===== src/rtl/mono_tint_pkg.sv =====
////////////////////////////////////////////////////////////
// Shared widths, coefficients, tint modes and pixel structs
// for the monochrome tint pipeline, imported by every block
////////////////////////////////////////////////////////////

package mono_tint_pkg;

	// Channel widths in and out
	localparam int chan_w = 6;
	localparam int out_w = 8;

	// Zero low bits appended to each output channel
	localparam int pad_w = out_w - chan_w;

	// Red, green, blue
	localparam int num_chan = 3;

	////////////////////////////////////////////////////////////
	// Luminance weights
	////////////////////////////////////////////////////////////

	// Coefficient scale is 1/256
	localparam int coef_w = 8;

	// Index 0 red, 1 green, 2 blue
	localparam logic [coef_w-1:0] chan_coef [num_chan] = '{8'd54, 8'd183, 8'd18};

	// Monitor emulation modes
	typedef enum logic [1:0] {
		tint_color,
		tint_green,
		tint_amber,
		tint_mono
	} tint_mode_t;

	////////////////////////////////////////////////////////////
	// Pixel and lane payloads
	////////////////////////////////////////////////////////////

	typedef logic [chan_w-1:0] chan_t;

	// Incoming 6 bit per channel pixel
	typedef struct packed {
		chan_t red;
		chan_t green;
		chan_t blue;
	} rgb_in_t;

	// Widened output pixel
	typedef struct packed {
		logic [out_w-1:0] red;
		logic [out_w-1:0] green;
		logic [out_w-1:0] blue;
	} rgb_out_t;

	// Raw channel plus its weighted share of luminance
	typedef struct packed {
		chan_t raw;
		chan_t weight;
	} lane_beat_t;

endpackage


===== src/rtl/pixel_intake.sv =====
////////////////////////////////////////////////////////////
// Four-phase pixel receiver with a single holding register,
// hands the held pixel to the weighting lanes channel by channel
////////////////////////////////////////////////////////////

`timescale 1ns/10ps

module pixel_intake (
	input  logic                                           CLK_50M,
	input  logic                                           reset,

	// Four-phase input side
	input  logic                                           in_req,
	input  mono_tint_pkg::rgb_in_t                         in_pixel,
	output logic                                           in_ack,

	// Lane side
	input  logic                                           lane_take,
	output logic                                           lane_load,
	output mono_tint_pkg::chan_t [mono_tint_pkg::num_chan-1:0] lane_chan
);

	import mono_tint_pkg::*;

	// Holding register and its valid bit
	logic    held;
	rgb_in_t held_pixel;

	// New request, previous handshake closed, register free
	logic    capture;

	assign capture = in_req && !in_ack && !held;

	////////////////////////////////////////////////////////////
	// Handshake and valid control
	////////////////////////////////////////////////////////////

	always_ff @(posedge CLK_50M) begin
		if (reset) begin
			held   <= 1'b0;
			in_ack <= 1'b0;
		end else begin
			// Capture only when empty, so set and release never collide
			if (capture) begin
				held <= 1'b1;
			end else if (lane_take) begin
				held <= 1'b0;
			end

			// Ack follows the capture, drops once req is gone
			if (capture) begin
				in_ack <= 1'b1;
			end else if (!in_req) begin
				in_ack <= 1'b0;
			end
		end
	end

	// Pixel payload
	always_ff @(posedge CLK_50M) begin
		if (capture) begin
			held_pixel <= in_pixel;
		end
	end

	// Offer the pixel while holding
	assign lane_load = held;

	// Split into lanes, red 0, green 1, blue 2
	assign lane_chan[0] = held_pixel.red;
	assign lane_chan[1] = held_pixel.green;
	assign lane_chan[2] = held_pixel.blue;

endmodule


===== src/rtl/luma_lane.sv =====
////////////////////////////////////////////////////////////
// One colour channel weighting stage, instanced per channel
////////////////////////////////////////////////////////////

`timescale 1ns/10ps

module luma_lane #(
	// Luminance coefficient for this channel, scaled by 256
	parameter logic [mono_tint_pkg::coef_w-1:0] coef = '0
) (
	input  logic                      CLK_50M,
	input  logic                      reset,

	// Beat offered by the intake
	input  logic                      lane_load,
	input  mono_tint_pkg::chan_t      chan_in,

	// Advance strobe from the mixer
	input  logic                      lane_take,

	output logic                      lane_full,
	output mono_tint_pkg::lane_beat_t beat
);

	import mono_tint_pkg::*;

	// Full precision product of value and coefficient
	logic [chan_w+coef_w-1:0] product;

	assign product = chan_in * coef;

	////////////////////////////////////////////////////////////
	// Lane register
	////////////////////////////////////////////////////////////

	// Full tracks whether a beat came in on the last advance
	always_ff @(posedge CLK_50M) begin
		if (reset) begin
			lane_full <= 1'b0;
		end else if (lane_take) begin
			lane_full <= lane_load;
		end
	end

	// Raw value kept for colour and MDA bypass
	// Upper bits of the product give value * coef / 256, rounded down
	always_ff @(posedge CLK_50M) begin
		if (lane_take && lane_load) begin
			beat.raw    <= chan_in;
			beat.weight <= product[chan_w+coef_w-1:coef_w];
		end
	end

endmodule


===== src/rtl/tint_mixer.sv =====
////////////////////////////////////////////////////////////
// Sums lane weights into luminance, applies tint or bypass,
// and drives the four-phase output and the lane advance strobe
////////////////////////////////////////////////////////////

`timescale 1ns/10ps

module tint_mixer (
	input  logic                                                   CLK_50M,
	input  logic                                                   reset,

	// Static configuration
	input  mono_tint_pkg::tint_mode_t                              tint_mode,
	input  logic                                                   mda_mode,

	// Lane side
	input  logic [mono_tint_pkg::num_chan-1:0]                     lane_full,
	input  mono_tint_pkg::lane_beat_t [mono_tint_pkg::num_chan-1:0] beats,
	output logic                                                   lane_take,

	// Four-phase output side
	input  logic                                                   out_ack,
	output logic                                                   out_req,
	output mono_tint_pkg::rgb_out_t                                out_pixel
);

	import mono_tint_pkg::*;

	// Lane and slot status
	logic  lanes_full;
	logic  slot_busy;
	logic  take_beat;

	// Luminance and its half for amber
	chan_t luma;
	chan_t luma_half;

	// Tinted channels before padding
	chan_t mix_red;
	chan_t mix_green;
	chan_t mix_blue;

	////////////////////////////////////////////////////////////
	// Advance decision
	////////////////////////////////////////////////////////////

	// Lanes always move together
	assign lanes_full = &lane_full;

	// Slot stays busy until the sink drops ack
	assign slot_busy = out_req || out_ack;

	// Beat moves into the output slot
	assign take_beat = lanes_full && !slot_busy;

	// Lanes advance when empty or when their beat moves on
	assign lane_take = !lanes_full || take_beat;

	////////////////////////////////////////////////////////////
	// Luminance and tint
	////////////////////////////////////////////////////////////

	// Weights sum to at most 62, fits a channel
	always_comb begin
		luma = '0;
		for (int i = 0; i < num_chan; i++) begin
			luma = luma + beats[i].weight;
		end
	end

	assign luma_half = luma >> 1;

	always_comb begin
		// MDA output never gets tinted
		if (mda_mode || tint_mode == tint_color) begin
			mix_red   = beats[0].raw;
			mix_green = beats[1].raw;
			mix_blue  = beats[2].raw;
		end else begin
			case (tint_mode)
				tint_green: begin
					mix_red   = '0;
					mix_green = luma;
					mix_blue  = '0;
				end
				tint_amber: begin
					mix_red   = luma;
					mix_green = luma_half;
					mix_blue  = '0;
				end
				default: begin
					// White phosphor
					mix_red   = luma;
					mix_green = luma;
					mix_blue  = luma;
				end
			endcase
		end
	end

	////////////////////////////////////////////////////////////
	// Output slot
	////////////////////////////////////////////////////////////

	// Req rises with the registered pixel, falls on ack
	always_ff @(posedge CLK_50M) begin
		if (reset) begin
			out_req <= 1'b0;
		end else if (take_beat) begin
			out_req <= 1'b1;
		end else if (out_ack) begin
			out_req <= 1'b0;
		end
	end

	// Widen with zero low bits
	always_ff @(posedge CLK_50M) begin
		if (take_beat) begin
			out_pixel.red   <= {mix_red, {pad_w{1'b0}}};
			out_pixel.green <= {mix_green, {pad_w{1'b0}}};
			out_pixel.blue  <= {mix_blue, {pad_w{1'b0}}};
		end
	end

endmodule


===== src/rtl/mono_tint_top.sv =====
////////////////////////////////////////////////////////////
// Monochrome monitor emulation top, intake to lanes to mixer
////////////////////////////////////////////////////////////

`timescale 1ns/10ps

module mono_tint_top (
	input  logic                      CLK_50M,
	input  logic                      reset,

	// Static configuration
	input  mono_tint_pkg::tint_mode_t tint_mode,
	input  logic                      mda_mode,

	// Four-phase pixel input
	input  logic                      in_req,
	input  mono_tint_pkg::rgb_in_t    in_pixel,
	output logic                      in_ack,

	// Four-phase pixel output
	input  logic                      out_ack,
	output logic                      out_req,
	output mono_tint_pkg::rgb_out_t   out_pixel
);

	import mono_tint_pkg::*;

	// Intake to lanes
	logic                      lane_load;
	chan_t      [num_chan-1:0] lane_chan;

	// Lanes to mixer
	logic       [num_chan-1:0] lane_full;
	lane_beat_t [num_chan-1:0] beats;

	// Single advance strobe, owned by the mixer
	logic                      lane_take;

	pixel_intake i_intake (
		.CLK_50M   (CLK_50M),
		.reset     (reset),
		.in_req    (in_req),
		.in_pixel  (in_pixel),
		.in_ack    (in_ack),
		.lane_take (lane_take),
		.lane_load (lane_load),
		.lane_chan (lane_chan)
	);

	////////////////////////////////////////////////////////////
	// Weighting lanes, one per colour channel
	////////////////////////////////////////////////////////////

	for (genvar i = 0; i < num_chan; i++) begin : g_lane
		// Coefficient picked by channel index
		luma_lane #(
			.coef (chan_coef[i])
		) i_lane (
			.CLK_50M   (CLK_50M),
			.reset     (reset),
			.lane_load (lane_load),
			.chan_in   (lane_chan[i]),
			.lane_take (lane_take),
			.lane_full (lane_full[i]),
			.beat      (beats[i])
		);
	end

	tint_mixer i_mixer (
		.CLK_50M   (CLK_50M),
		.reset     (reset),
		.tint_mode (tint_mode),
		.mda_mode  (mda_mode),
		.lane_full (lane_full),
		.beats     (beats),
		.lane_take (lane_take),
		.out_ack   (out_ack),
		.out_req   (out_req),
		.out_pixel (out_pixel)
	);

endmodule


===== config.mk =====
export PLATFORM = sky130hd
export DESIGN_NAME = mono_tint_top
export DESIGN_NICKNAME = d
export VERILOG_FILES = /design/src/rtl/mono_tint_pkg.sv /design/src/rtl/pixel_intake.sv /design/src/rtl/luma_lane.sv /design/src/rtl/tint_mixer.sv /design/src/rtl/mono_tint_top.sv
export SDC_FILE = /design/constraint.sdc
export NUM_CORES = 1
export LEC_CHECK = 0
export ABC_AREA = 1
export BUFFER_PORTS_ARGS = -buffer_cell sky130_fd_sc_hd__clkbuf_2
export CAP_MARGIN = 20
export CORE_MARGIN = 4
export CORE_UTILIZATION = 44
export DETAILED_ROUTE_END_ITERATION = 8
export GPL_TIMING_DRIVEN = 0
export PLACE_DENSITY = 0.75
export SETUP_SLACK_MARGIN = 0.3
export SLEW_MARGIN = 20
export SYNTH_ARGS = -nofsm -noshare
export SYNTH_HDL_FRONTEND = slang
export SYNTH_SLANG_ARGS = --single-unit

===== constraint.sdc =====
create_clock -name CLK_50M -period 3.3 [get_ports CLK_50M]
set_input_delay 0.99 -clock CLK_50M [delete_from_list [all_inputs] [get_ports CLK_50M]]
set_output_delay 0.99 -clock CLK_50M [all_outputs]
set_load 0.01 [all_outputs]

== After elaboration in Yosys (flattened, before gate mapping) ==
Index checks and enable logic that the tools add are counted.

* Reduce and logical (&&, ||, !) cells: 15
* Multiply operators: 3
* Multiplexer cells: 12
* Add/sub/neg operators: 2
* Eq/ne operators: 3

{| class="wikitable"
|+ Operator list
! cell !! count
|-
| $mux 6 || 6
|-
| $mul 6x8->14 const B || 1
|-
| $mul 6x5->11 const B || 1
|-
| $mul 6x4->10 const B || 1
|-
| $add 4x6->6 || 1
|-
| $add 6x3->6 || 1
|-
| $mux 1 || 6
|-
| $logic_and 1x1->1 || 4
|-
| $logic_not 1->1 || 4
|-
| $reduce_bool 2->1 || 2
|-
| $logic_or 1x1->1 || 3
|-
| $eq 2x1->1 const B || 1
|-
| $eq 2x2->1 const B || 1
|-
| $logic_not 2->1 || 1
|-
| $ne 2x1->1 const B || 1
|-
| $reduce_or 2->1 || 1
|}

* Input port bits: 25
* Bits in registers: 71
* Output and inout port bits: 26

== Logic depth before layout (Yosys ltp) ==
Gate-level depths: netlist of run 1.

* Word-level depth: 6
* Mapped depth: 14
* Gate-level depth less buffers: 14

== Hierarchy ==
A second synthesis of run 1 with hierarchy kept.

* Cells, all modules: 499
* Area total of the unflattened synthesis: 4847.1 um^2

{| class="wikitable"
|+ By module, submodules not included
! module !! cells an instance !! times used !! area each (um^2) !! seq. area each (um^2)
|-
| luma_lane (g_lane[1].i_lane) || 166 || 1 || 1415.1 || 380.4
|-
| tint_mixer || 147 || 1 || 1332.5 || 560.5
|-
| luma_lane (g_lane[0].i_lane) || 120 || 1 || 1027.2 || 320.3
|-
| pixel_intake || 29 || 1 || 620.6 || 580.6
|-
| luma_lane (g_lane[2].i_lane) || 37 || 1 || 451.7 || 290.3
|}

== Least setup slack after synthesis of run 1 ==
No wires, ideal clock.

* Kind: reg-to-reg
* From: reg i_intake.held_pixel, in the netlist i_intake.lane_chan[9]
* To: reg g_lane[1].i_lane.beat[0] in the netlist's numbering, data pin
* Path slack: 0.210 ns
* Setup time: 0.259 ns
* Arrival time: 2.832 ns
* Buffers on the path: 0
* Stages on the path, launching flop included: 12
* Path through: edfxtp_1 -> fa_1 -> inv_1 -> fa_1 -> fa_1 -> inv_1 -> ha_1 -> a21oi_1 -> nand2_1 -> nand2_1 -> nand2_1 -> xor2_1

* Cells in the longest elaborated chain, start to end: 1

{| class="wikitable"
|+ RTL lines
! item !! line !! RTL
|-
| start, declared || pixel_intake.sv:27 || <nowiki>rgb_in_t held_pixel;</nowiki>
|-
| start signal, assigned || pixel_intake.sv:62 || <nowiki>held_pixel <= in_pixel;</nowiki>
|-
| $mul 6x8->14 || luma_lane.sv:30 || <nowiki>assign product = chan_in * coef;</nowiki>
|-
| via g_lane[1].i_lane.product[8] || luma_lane.sv:28 || <nowiki>logic [chan_w+coef_w-1:0] product;</nowiki>
|-
| end, declared || luma_lane.sv:22 || <nowiki>output mono_tint_pkg::lane_beat_t beat</nowiki>
|}

The timed path passes the listed nets, and every way through them passes these cells.
A chain may end at the register's enable or synchronous reset.

== Final worst setup path of run 1 ==
* From: reg i_intake.held_pixel, in the netlist i_intake.lane_chan[9]
* To: reg g_lane[1].i_lane.beat[5] in the netlist's numbering, data pin

Same word-level chain as after synthesis.

==> results.rst, run 1 <==
.. list-table::
   :header-rows: 1

   * - Metric
     - Value
   * - Status
     - completed
   * - Crit path max-delay family
     - adder cells
   * - Vias in the first global route
     - 3028
   * - Number of DRC violations after detailed routing
     - 0
   * - Average detailed-routed wire length per instance
     - 12.4 um
   * - Fin Clk Skew
     - just under 0.007 ns
   * - Worst path arrival time
     - 3.27 ns
   * - Area of all sequential standard cells
     - 2090 um2
   * - Measured slew at the worst slew-check pin
     - 0.496 ns
   * - Cells along the critical path
     - buf_6 -> ha_4 -> fa_1 -> inv_1 -> fa_1 -> inv_1 -> ha_4 -> nand2_2 -> inv_1 -> nand2_1 -> nand3_2 -> nand2_2 -> nand3_1 -> nand2_1 -> nand2_1
   * - Multi-input logic area
     - 2220 um2
   * - Cell with the largest stage delay on the worst path
     - sky130_fd_sc_hd__fa_1
   * - Crit path required time
     - approximately 3.4 ns
   * - # rows
     - 36
   * - IO Count
     - between 50 and 60
   * - Post-placement cell area
     - 4980 um2
   * - Worst hold margin
     - 0.463 ns
   * - Number of cells on the worst reg-to-reg path
     - 15
   * - Detailed Routing Iterations Pass 1
     - 4
   * - CP Launch Type
     - register
   * - Max transition margin
     - 66.8%
   * - Via count
     - 3060
   * - Count of inserted antenna diode cells
     - 0
   * - Synth cell types
     - 32
   * - Part of the Yosys area used for sequential elements
     - 46.5%
   * - First-pass GRT wire length
     - approximately 13000 um
   * - Combined buffer and inverter count along the critical path
     - 4
   * - Fill cell count
     - 795
   * - Total number of H-tree levels
     - 3
   * - Initial antenna violation count
     - 0
   * - Die ar.
     - 11900 um2
   * - Netlist area before placement
     - 4500 um2
   * - Core footprint
     - around 9900 um2
   * - Number of buffers created by CTS
     - 9
   * - Number of hold violations in the final report
     - 0
   * - Post-Layout Cell Count
     - 640
   * - Logic depth of the worst path, buffers included
     - 15
   * - CTS clk-pin slew, worst paths
     - 0.07 ns
   * - Average size of a mapped cell
     - between 10 and 15 um2
   * - Net count, final
     - 607
   * - Initial core utilization
     - 45.6%
   * - Clock latency on the worst-skew pair
     - ~0.35 ns
   * - Highest achievable clock rate
     - 317 MHz
   * - Worst hold path depth
     - 0
   * - Utilization after layout
     - 54.7%
   * - DP Wirelength
     - 6200 um
   * - Global-route total usage across every layer
     - between 10% and 20%
   * - Leakage power
     - 0.00254 uW
   * - Worst setup path class
     - register to register
   * - Worst slack at placement
     - 0.0639 ns
   * - Height of the die
     - 109 um
   * - Inst Count DP
     - approximately 610
   * - Root buffer cell
     - sky130_fd_sc_hd__clkbuf_8
   * - Commonest non-fill, non-tap cells in the layout
     - sky130_fd_sc_hd__nand2_1 (83), sky130_fd_sc_hd__inv_1 (79), sky130_fd_sc_hd__edfxtp_1 (67)
   * - Period utilization
     - between 90% and 100%
   * - TritonCTS sink count
     - around 70
   * - Synthesis Warnings
     - 0
   * - Die Wd
     - 109 um
   * - Power per standard cell area
     - 560 nW/um2
   * - Area Growth Syn to Fin
     - 19.9%
   * - Setup repair after global routing missed its margin
     - yes
   * - VDD IR max
     - 0.268 mV
   * - RePlAce Congestion
     - 0.931
   * - Final min period
     - 3.16 ns
   * - Count of buffers inserted at the top-level ports
     - 44
   * - Final WS setup
     - 0.143 ns
   * - HP Class
     - register to register
   * - Final wirelength
     - 7950 um
   * - Peak fanout along the critical path
     - 5
   * - Number of setup violations in the final report
     - 0
   * - Final antenna-violating net count
     - 0
   * - Most common cell after layout, fill and taps aside
     - sky130_fd_sc_hd__nand2_1
   * - Max-cap check violation count
     - 0
   * - Final-report max-slew violation count
     - 0
   * - Layout cells sized above 1
     - 23.3%
   * - Fin area
     - 5390 um2
   * - Clock tree from TritonCTS
     - yes
   * - Via count normalized by instance count
     - 4.78
   * - CTS Buffer Depth
     - 2
   * - Remaining global-route overflow
     - 0
   * - Crit path capture type
     - register
   * - Maximum number of pins on one net before global-route repair
     - 31
   * - Number of register bits inferred by synthesis
     - 71
   * - Slowest Stage Delay on Critical Path
     - ~0.53 ns
   * - Number of instances in the synthesized netlist
     - 427
   * - Number of design-rule violations left by the first detailed-router iteration
     - around 140
-- through the flow --
step / power (uW) / setup TNS [ns]
floorplan: 2030 / 0
global placement: 2250 / -4.34
detailed placement: 2290 / 0
CTS: 2950 / 0
global route: 3270 / -0.000920
finish: 3020 / 0
-- flip-flops by register name (all words and copies together) (netlist names) --
| register | flops |
|---|---|
| g_lane.i_lane.beat | 31 |
| i_intake.in_ack | 1 |
| g_lane.i_lane.lane_full | 1 |
| i_intake.lane_load | 1 |
| i_mixer.out_pixel | 18 |
| i_intake.lane_chan | 18 |
| i_mixer.out_req | 1 |
-- synthesized netlist by cell type --
cell type                  number  share of area (%)
sky130_fd_sc_hd__xnor2_1        2               0.39
sky130_fd_sc_hd__ha_1          59                 16
sky130_fd_sc_hd__nand2_1       87                7.3
sky130_fd_sc_hd__o21ai_2        2               0.39
sky130_fd_sc_hd__o21ai_1        4               0.45
sky130_fd_sc_hd__and2_4         1               0.19
sky130_fd_sc_hd__nand4_1        4               0.56
sky130_fd_sc_hd__nor2_8         1               0.45
sky130_fd_sc_hd__nor2_1        24                2.0
sky130_fd_sc_hd__a211oi_1       1               0.17
sky130_fd_sc_hd__or2_1          1               0.14
sky130_fd_sc_hd__inv_2          1              0.083
sky130_fd_sc_hd__o221ai_1       3               0.58
sky130_fd_sc_hd__o21ai_0       10                1.1
sky130_fd_sc_hd__edfxtp_1      67                 45
sky130_fd_sc_hd__nand3_1       13                1.4
sky130_fd_sc_hd__and3_1         1               0.14
sky130_fd_sc_hd__dfxtp_1        4                1.8
sky130_fd_sc_hd__fa_1          20                8.9
sky130_fd_sc_hd__a21oi_1       13                1.4
sky130_fd_sc_hd__inv_1         83                6.9
sky130_fd_sc_hd__conb_1         1              0.083
sky130_fd_sc_hd__buf_4          6                1.0
sky130_fd_sc_hd__a21o_1         1               0.17
sky130_fd_sc_hd__buf_6          2               0.50
sky130_fd_sc_hd__a21oi_2        1               0.19
sky130_fd_sc_hd__nand3b_1       1               0.17
sky130_fd_sc_hd__o21bai_1       3               0.50
sky130_fd_sc_hd__a31oi_1        1               0.14
sky130_fd_sc_hd__nor3_1         3               0.33
sky130_fd_sc_hd__a22oi_1        1               0.17
sky130_fd_sc_hd__xor2_1         6                1.2
-- layout make-up --
cell class / instances / share of cell area (%)
Buffer: 8 / 1.25
Inverter: 84 / 5.85
Multi-Input combinational cell: 269 / 41.2
Sequential cell: 71 / 38.8
Timing Repair Buffer: 60 / 6.75
Clock inverter: 6 / 0.719
Tap cell: 133 / 3.09
Clock buffer: 9 / 2.30
-- worst paths after layout --
check	endpoint	startpoint	slack (ns)
min reg2reg	g_lane[2].i_lane.beat[8]$_DFFE_PP_	i_intake.lane_chan[14]$_DFFE_PP_	0.46
min	g_lane[2].i_lane.beat[8]$_DFFE_PP_	i_intake.lane_chan[14]$_DFFE_PP_	0.46
max reg2reg	g_lane[1].i_lane.beat[5]$_DFFE_PP_	i_intake.lane_chan[9]$_DFFE_PP_	0.14
max	g_lane[1].i_lane.beat[5]$_DFFE_PP_	i_intake.lane_chan[9]$_DFFE_PP_	0.14
-- logic make-up (layout without fill, tap and decap cells) --
logic type | count (synthesis) | count (layout) | synth area share (%)
simple gates | 136 | 136 | 12.7
buf+inv | 92 | 167 | 8.51
other cells | 1 | 6 | 0.0834
fa+ha+maj | 79 | 79 | 25.3
compound gates | 40 | 40 | 5.31
xor+xnor | 8 | 8 | 1.56
flops | 71 | 71 | 46.5
-- metal layers --
layer  GRT usage [%]  wire length (um)
met1            15.7              3350
met2            25.5              3990
met4            8.48               251
met5               0                 0
met3            3.20               362
-- timing repair --
item	4_1_cts	5_1_grt
cloned	0	0
buffers inserted	8	5
pin swaps	12	9
resized for setup	17	13
hold buffers	0	0
setup endpoints to repair	8	8
-- where the power goes --
| part | internal [uW] | total, uW | switching [uW] |
|---|---|---|---|
| logic | 525 | 1290 | 765 |
| registers | 1110 | 1150 | 42.5 |
| clock network | 263 | 575 | 311 |
| total | 1900 | 3020 | 1120 |
No activity file was read; power rests on OpenSTA's default activity.
==> run 2, diff against run 1 <==
--- a/config.mk
+++ b/config.mk
@@ -13,6 +13,7 @@
 export DETAILED_ROUTE_END_ITERATION = 8
 export GPL_TIMING_DRIVEN = 0
 export PLACE_DENSITY = 0.75
+export REMOVE_ABC_BUFFERS = 1
 export SETUP_SLACK_MARGIN = 0.3
 export SLEW_MARGIN = 20
 export SYNTH_ARGS = -nofsm -noshare
==> results.rst, run 2 (same netlist as run 1, synthesis figures left out) <==
.. list-table::
   :header-rows: 1

   * - Metric
     - Value
   * - Status
     - completed
   * - Commonest non-fill, non-tap cells in the layout
     - sky130_fd_sc_hd__nand2_1 (80), sky130_fd_sc_hd__inv_1 (79), sky130_fd_sc_hd__edfxtp_1 (67)
   * - Critical path startpoint
     - i_intake.lane_chan[9]$_DFFE_PP_
   * - Fill cell count
     - 794 (-0.13%)
   * - Final antenna-violating net count
     - 0 (unchanged)
   * - Setup repair after global routing missed its margin
     - yes
   * - Slowest Stage Delay on Critical Path
     - 0.61 ns (+0.08 ns)
   * - Max transition margin
     - 54.9% (-12 points)
   * - Worst path arrival time
     - 3.26 ns (about the same)
   * - IO Count
     - 51 (unchanged)
   * - Maximum number of pins on one net before global-route repair
     - 31 (unchanged)
   * - Internal power
     - 2000 uW (+5.3%)
   * - Most common cell type on the critical path
     - sky130_fd_sc_hd__nand2_1
   * - Highest achievable clock rate
     - 316 MHz (-0.28%)
   * - Via count normalized by instance count
     - 4.81 (+0.62%)
   * - Number of design-rule violations left by the first detailed-router iteration
     - 148 (+2.8%)
   * - Vias in the first global route
     - 3030 (+0.066%)
   * - Final min period
     - 3.17 ns (+0.00897 ns)
   * - Combinational group share of total power
     - 42.1% (-0.6 points)
   * - Number of hold violations in the final report
     - 0 (unchanged)
   * - Final-report max-slew violation count
     - 0 (unchanged)
   * - RePlAce Congestion
     - 0.897 (-3.6%)
   * - Switching share of power
     - 36.9% (-0.15 points)
   * - Final wirelength
     - 8180 um (+2.8%)
   * - Most common cell after layout, fill and taps aside
     - sky130_fd_sc_hd__nand2_1
   * - Number of flip-flops in the largest register
     - 31 (unchanged)
   * - Peak fanout along the critical path
     - 4 (-1)
   * - Combined buffer and inverter count along the critical path
     - 2 (-2)
   * - Die Wd
     - 109 um (unchanged)
   * - Count of buffers inserted at the top-level ports
     - 44 (unchanged)
   * - Number of buffers created by CTS
     - 9 (unchanged)
   * - Crit path capture type
     - register
   * - Worst setup path class
     - register to register
   * - Cells along the critical path
     - fa_2 -> inv_2 -> fa_2 -> fa_1 -> inv_2 -> ha_4 -> a21oi_2 -> nand2_1 -> nand2_1 -> nand2_1 -> xor2_1
   * - VDD IR max
     - 0.278 mV (+3.6%)
   * - Register share of total power
     - 36.4% (-1.8 points)
   * - Crit path max-delay family
     - adder cells
   * - Height of the die
     - 109 um (unchanged)
   * - Detailed Routing Iterations Pass 1
     - 4 (unchanged)
   * - Worst R2R Start
     - i_intake.lane_chan[9]$_DFFE_PP_
   * - TritonCTS sink count
     - 71 (unchanged)
   * - Largest register by flop count
     - g_lane.i_lane.beat
   * - Initial antenna violation count
     - 0 (unchanged)
   * - Power per standard cell area
     - 594 nW/um2 (+6.0%)
   * - HP Class
     - register to register
   * - Crit path required time
     - 3.40 ns (about the same)
   * - Worst hold margin
     - 0.459 ns (-0.00381 ns)
   * - Cell with the largest stage delay on the worst path
     - sky130_fd_sc_hd__fa_2
   * - Core footprint
     - 9860 um2 (unchanged)
   * - Root buffer cell
     - sky130_fd_sc_hd__clkbuf_8
   * - Max-cap check violation count
     - 0 (unchanged)
   * - CP Launch Type
     - register
   * - Inst Count DP
     - 604 (-1.3%)
   * - Clock latency on the worst-skew pair
     - 0.35 ns (about the same)
   * - Post-Layout Cell Count
     - 630 (-1.6%)
   * - Remaining global-route overflow
     - 0 (unchanged)
   * - Number of setup violations in the final report
     - 0 (unchanged)
   * - Layout cells sized above 1
     - 22.7% (-0.54 points)
   * - Total number of H-tree levels
     - 3 (unchanged)
   * - Measured slew at the worst slew-check pin
     - 0.676 ns (+0.180 ns)
   * - DP Wirelength
     - 6320 um (+2.0%)
   * - Period utilization
     - 95.9% (+0.27 points)
   * - Multi-input logic area
     - 2230 um2 (+0.23%)
   * - # rows
     - 36 (unchanged)
   * - Count of inserted antenna diode cells
     - 0 (unchanged)
   * - Die ar.
     - 11900 um2 (unchanged)
   * - Area of all sequential standard cells
     - 2090 um2 (unchanged)
   * - Number of DRC violations after detailed routing
     - 0 (unchanged)
   * - Initial core utilization
     - 45.6% (unchanged)
   * - Global-route total usage across every layer
     - 14.4% (+0.032 points)
   * - Average detailed-routed wire length per instance
     - 13.0 um (+4.5%)
   * - First-pass GRT wire length
     - 13300 um (+1.9%)
   * - CTS Buffer Depth
     - 2 (unchanged)
   * - Fin Clk Skew
     - 0.00574 ns (-0.00115 ns)
   * - Clock tree from TritonCTS
     - yes
   * - Final Power
     - 3170 uW (+5.0%)
   * - Area Growth Syn to Fin
     - 18.8%
   * - Setup TNS
     - 0 ns (unchanged)
   * - Via count
     - 3031 (-0.95%)
   * - CTS clk-pin slew, worst paths
     - 0.08 ns (about the same)
   * - Net count, final
     - 596 (-1.8%)
   * - Fraction of power consumed by the clock network
     - 21.5% (+2.5 points)
   * - Leakage power
     - 0.00251 uW (-1.1%)
   * - Net switching power figure
     - 1170 uW (+4.6%)
   * - Worst Min Path Start
     - i_intake.lane_chan[12]$_DFFE_PP_
## run 2: power groups by stage
stage | registers, uW | clock network, uW | logic, uW
2_1_floorplan | 1170 | 0 | 832
3_3_place_gp | 1180 | 0 | 1040
3_5_place_dp | 1180 | 0 | 1100
4_1_cts | 1160 | 684 | 1260
5_1_grt | 1160 | 735 | 1510
6_report | 1150 | 681 | 1340
## run 2: final timing paths
kind                                         to  slack (ns)  depth (start not counted)
max          g_lane[1].i_lane.beat[2]$_DFFE_PP_        0.13                         11
max reg2reg  g_lane[1].i_lane.beat[2]$_DFFE_PP_        0.13                         11
min          g_lane[2].i_lane.beat[6]$_DFFE_PP_        0.46                          0
min reg2reg  g_lane[2].i_lane.beat[6]$_DFFE_PP_        0.46                          0
## run 2: cell type report
class                   instances  area share (%)
clock buffers                   9            2.32
clock inverters                 7            1.36
inverters                      84            5.90
multi-input cells             269            41.7
flip-flops and latches         71            39.2
well taps                     133            3.12
repair buffers                 57            6.40
## run 2: what timing repair did
action,CTS,global route
pin swaps,18,14
gates resized for setup,28,11
setup endpoints to repair,8,9
cloned,0,0
setup buffers,7,3
hold buffers,0,0
## run 2: worst register-to-register path: cells and delay by family, from the launching register on
family,cells,cell delay [ns]
adder cells (fa/ha/maj),4,1.77
flip-flops,1,0.50
AND/OR/NAND/NOR,3,0.22
XOR/XNOR,1,0.15
AO/OA/AOI/OAI,1,0.14
buffers and inverters,2,0.13
## run 2: metrics by stage
stage                     util (%)  cell area, um2  setup WS [ns]
after floorplan                  -            4450          0.210
after global placement        49.0            4830         -0.146
after detailed placement      49.6            4890        -0.0493
after CTS                     53.3            5260          0.182
after global routing          54.1            5340         0.0179
final                         54.1            5340          0.134
## run 2: layer usage
layer,track usage (%),wire [um],vias to the layer above
met5,0,0,-
met4,6.85,189,0
met3,2.66,370,17
met2,26.2,4440,80
met1,16.3,3180,1415
li1,-,-,1519
==> run 3, diff against run 2 <==
--- a/config.mk
+++ b/config.mk
@@ -12,10 +12,10 @@
 export CORE_UTILIZATION = 44
 export DETAILED_ROUTE_END_ITERATION = 8
 export GPL_TIMING_DRIVEN = 0
-export PLACE_DENSITY = 0.75
 export REMOVE_ABC_BUFFERS = 1
 export SETUP_SLACK_MARGIN = 0.3
 export SLEW_MARGIN = 20
 export SYNTH_ARGS = -nofsm -noshare
 export SYNTH_HDL_FRONTEND = slang
+export SYNTH_HIERARCHICAL = 1
 export SYNTH_SLANG_ARGS = --single-unit
==> results.rst, run 3 <==
.. list-table::
   :header-rows: 1

   * - Metric
     - Value
   * - Status
     - completed
   * - Clock tree from TritonCTS
     - yes
   * - Height of the die
     - 113 um (+3.5%)
   * - IO Count
     - 51 (unchanged)
   * - HP Class
     - register to register
   * - Number of setup violations in the final report
     - 0 (unchanged)
   * - Worst setup path class
     - register to register
   * - Layout cells sized above 1
     - 22.0% (-0.69 points)
   * - Final antenna-violating net count
     - 0 (unchanged)
   * - VDD IR max
     - 0.266 mV (-4.3%)
   * - Die ar.
     - 12800 um2 (+7.2%)
   * - Commonest non-fill, non-tap cells in the layout
     - sky130_fd_sc_hd__nand2_1 (121), sky130_fd_sc_hd__inv_1 (98), sky130_fd_sc_hd__edfxtp_1 (67)
   * - CTS Buffer Depth
     - 2 (unchanged)
   * - Largest register by flop count
     - g_lane.i_lane/beat
   * - Die Wd
     - 113 um (+3.5%)
   * - CTS clk-pin slew, worst paths
     - 0.08 ns (about the same)
   * - Cell type with the largest total area after synthesis
     - sky130_fd_sc_hd__edfxtp_1
   * - RePlAce Congestion
     - 0.861 (-4.0%)
   * - Fill cell count
     - 956 (+20%)
   * - Number of register bits inferred by synthesis
     - 73 (+2.8%)
   * - Max transition margin
     - 54.5% (-0.42 points)
   * - Worst hold margin
     - 0.466 ns (+0.00656 ns)
   * - Multi-input logic area
     - 2460 um2 (+10%)
   * - Main flop type after synthesis
     - sky130_fd_sc_hd__edfxtp_1
   * - Worst path arrival time
     - 3.23 ns (-0.03 ns)
   * - Number of hold violations in the final report
     - 0 (unchanged)
   * - Crit path capture type
     - register
   * - Via count
     - 3274 (+8.0%)
   * - Most common cell after layout, fill and taps aside
     - sky130_fd_sc_hd__nand2_1
   * - Synth cell types
     - 30 (-6.3%)
   * - Vias in the first global route
     - 3334 (+10%)
   * - Flop-to-flop setup slack
     - 0.17 ns (+0.04 ns)
   * - CP Launch Type
     - register
   * - Average size of a mapped cell
     - 9.71 um2 (-7.8%)
   * - Fin area
     - 5750 um2 (+7.6%)
   * - Crit path required time
     - 3.40 ns (about the same)
   * - # rows
     - 38 (+5.6%)
   * - Remaining global-route overflow
     - 0 (unchanged)
   * - Power per standard cell area
     - 558 nW/um2 (-6.0%)
   * - Total number of H-tree levels
     - 3 (unchanged)
   * - Core footprint
     - 10800 um2 (+9.4%)
   * - DP Wirelength
     - 7020 um (+11%)
   * - Final wirelength
     - 8790 um (+7.4%)
   * - Number of design-rule violations left by the first detailed-router iteration
     - 122 (-18%)
   * - Max-cap check violation count
     - 0 (unchanged)
   * - Final-report max-slew violation count
     - 0 (unchanged)
   * - Period utilization
     - 94.7% (-1.2 points)
   * - Netlist area before placement
     - 4850 um2 (+7.8%)
   * - Cell with the most instances after synthesis
     - sky130_fd_sc_hd__nand2_1
   * - Part of the Yosys area used for sequential elements
     - 44.0% (-2.5 points)
   * - Global-route total usage across every layer
     - 15.2% (+0.75 points)
   * - Average detailed-routed wire length per instance
     - 12.4 um (-4.3%)
   * - Highest achievable clock rate
     - 320 MHz (+1.3%)
   * - Initial antenna violation count
     - 0 (unchanged)
   * - Top cell types by occurrence after synthesis
     - sky130_fd_sc_hd__nand2_1 (128), sky130_fd_sc_hd__inv_1 (104), sky130_fd_sc_hd__edfxtp_1 (67)
   * - Proportion of synthesized flip-flops having asynchronous set or reset
     - 0% (unchanged)
   * - Count of inserted antenna diode cells
     - 0 (unchanged)
   * - Via count normalized by instance count
     - 4.63 (-3.7%)
   * - Number of DRC violations after detailed routing
     - 0 (unchanged)
   * - Maximum number of pins on one net before global-route repair
     - 21 (-32%)
   * - Utilization after layout
     - 53.2% (-0.90 points)
   * - Detailed Routing Iterations Pass 1
     - 4 (unchanged)
   * - TritonCTS sink count
     - 73 (+2.8%)
   * - Cell types with the largest area share after synthesis
     - sky130_fd_sc_hd__edfxtp_1 (42%), sky130_fd_sc_hd__ha_1 (15%), sky130_fd_sc_hd__nand2_1 (9.9%)
   * - Peak fanout along the critical path
     - 4 (unchanged)
   * - Root buffer cell
     - sky130_fd_sc_hd__clkbuf_8
   * - Post-synth EDFFs
     - 67 (unchanged)
   * - Hold Buf Count CTS
     - 0 (unchanged)
   * - Number of instances in the synthesized netlist
     - 499 (+17%)
   * - Area of all sequential standard cells
     - 2130 um2 (+1.9%)
   * - Area Growth Syn to Fin
     - 18.5%
   * - Top cell type's share of synthesized area
     - 41.5% (-3.2 points)
   * - Synthesis Warnings
     - 6 (+6)
   * - Fin Clk Skew
     - 0.0121 ns (+0.00635 ns)
   * - Count of buffers inserted at the top-level ports
     - 44 (unchanged)
   * - Initial core utilization
     - 44.9% (-0.68 points)
   * - First-pass GRT wire length
     - 15300 um (+15%)
   * - Number of flip-flops in the largest register
     - 31 (unchanged)
   * - Number of buffers created by CTS
     - 9 (unchanged)
   * - Leakage power
     - 0.00280 uW (+11%)
   * - Measured slew at the worst slew-check pin
     - 0.682 ns (+0.00632 ns)
   * - Net count, final
     - 667 (+12%)
   * - Setup repair after global routing missed its margin
     - yes
   * - Final min period
     - 3.13 ns (-0.0396 ns)
   * - Post-placement cell area
     - 5180 um2 (+6.0%)
   * - Clock latency on the worst-skew pair
     - 0.35 ns (about the same)
-- run 3: changes by cell type in the layout (fill, tap and decap cells not counted), sizes merged, moves of 5 or more --
cell	change
nand2	+42
nand3	+9
conb	+5
inv	+23
-- run 3: final cells by class --
cell class	count	share of cell area (%)
multi-input combinational	315	42.8
timing repair buffer	57	5.79
sequential	73	37.1
inverter	106	6.93
clock inverter	7	2.18
clock buffer	9	2.16
tap	140	3.05
-- run 3: logic make-up after synthesis --
family	count (synthesis)	share of synthesized area, %
fa+ha+maj	80	24.1
compound gates	35	4.60
flops	73	44.0
simple gates	184	15.8
other cells	3	0.232
xor+xnor	5	0.903
buf+inv	119	10.4
-- run 3: final timing paths --
path | end | from | cells after the start
max | g_lane[1].i_lane/beat[2]$_DFFE_PP_ | i_intake/lane_chan[11]$_DFFE_PP_ | 11
min | g_lane[2].i_lane/lane_full$_SDFFE_PP0P_ | g_lane[2].i_lane/lane_full$_SDFFE_PP0P_ | 2
max reg2reg | g_lane[1].i_lane/beat[2]$_DFFE_PP_ | i_intake/lane_chan[11]$_DFFE_PP_ | 11
min reg2reg | g_lane[2].i_lane/lane_full$_SDFFE_PP0P_ | g_lane[2].i_lane/lane_full$_SDFFE_PP0P_ | 2
-- run 3: power by group --
group	switching [uW]	internal [uW]
sequential	37.0	1100
clock	350	510
combinational	718	494
-- run 3: stage by stage --
step                      power, uW  worst slack, ns  setup TNS [ns]  cells
after floorplan                1920            0.192               0    494
after detailed placement       2160          -0.0402         -0.0975    679
after global routing           3470           0.0491               0    707
after global placement         2140          -0.0108         -0.0152    678
after CTS                      3130            0.176               0    703
final                          3210            0.173               0    707
-- run 3: what timing repair did --
action                                  4_1_cts  5_1_grt
buffers inserted                              8        4
gates resized for setup                      19       25
endpoints found under the setup margin        6        9
gates cloned                                  0        0
pin swaps                                    17       17
-- run 3: layer usage --
layer / share of wire, % / GRT usage, % / vias to the layer above
met3: 5.5 / 3.32 / 15
met2: 44 / 23.7 / 83
met5: 0 / 0 / -
met1: 48 / 20.8 / 1469
li1: - / - / 1707
met4: 2.2 / 6.01 / 0
-- run 3: critical path, stage by stage, from the launching register on --
cell and delay [ns]:
sky130_fd_sc_hd__edfxtp_1 0.49, sky130_fd_sc_hd__fa_2 0.58, sky130_fd_sc_hd__inv_2 0.04, sky130_fd_sc_hd__fa_2 0.53, sky130_fd_sc_hd__fa_1 0.44, sky130_fd_sc_hd__inv_2 0.08, sky130_fd_sc_hd__ha_4 0.21, sky130_fd_sc_hd__a21oi_4 0.13
sky130_fd_sc_hd__nand2_1 0.08, sky130_fd_sc_hd__nand2_1 0.08, sky130_fd_sc_hd__nand2_1 0.07, sky130_fd_sc_hd__xor2_1 0.15
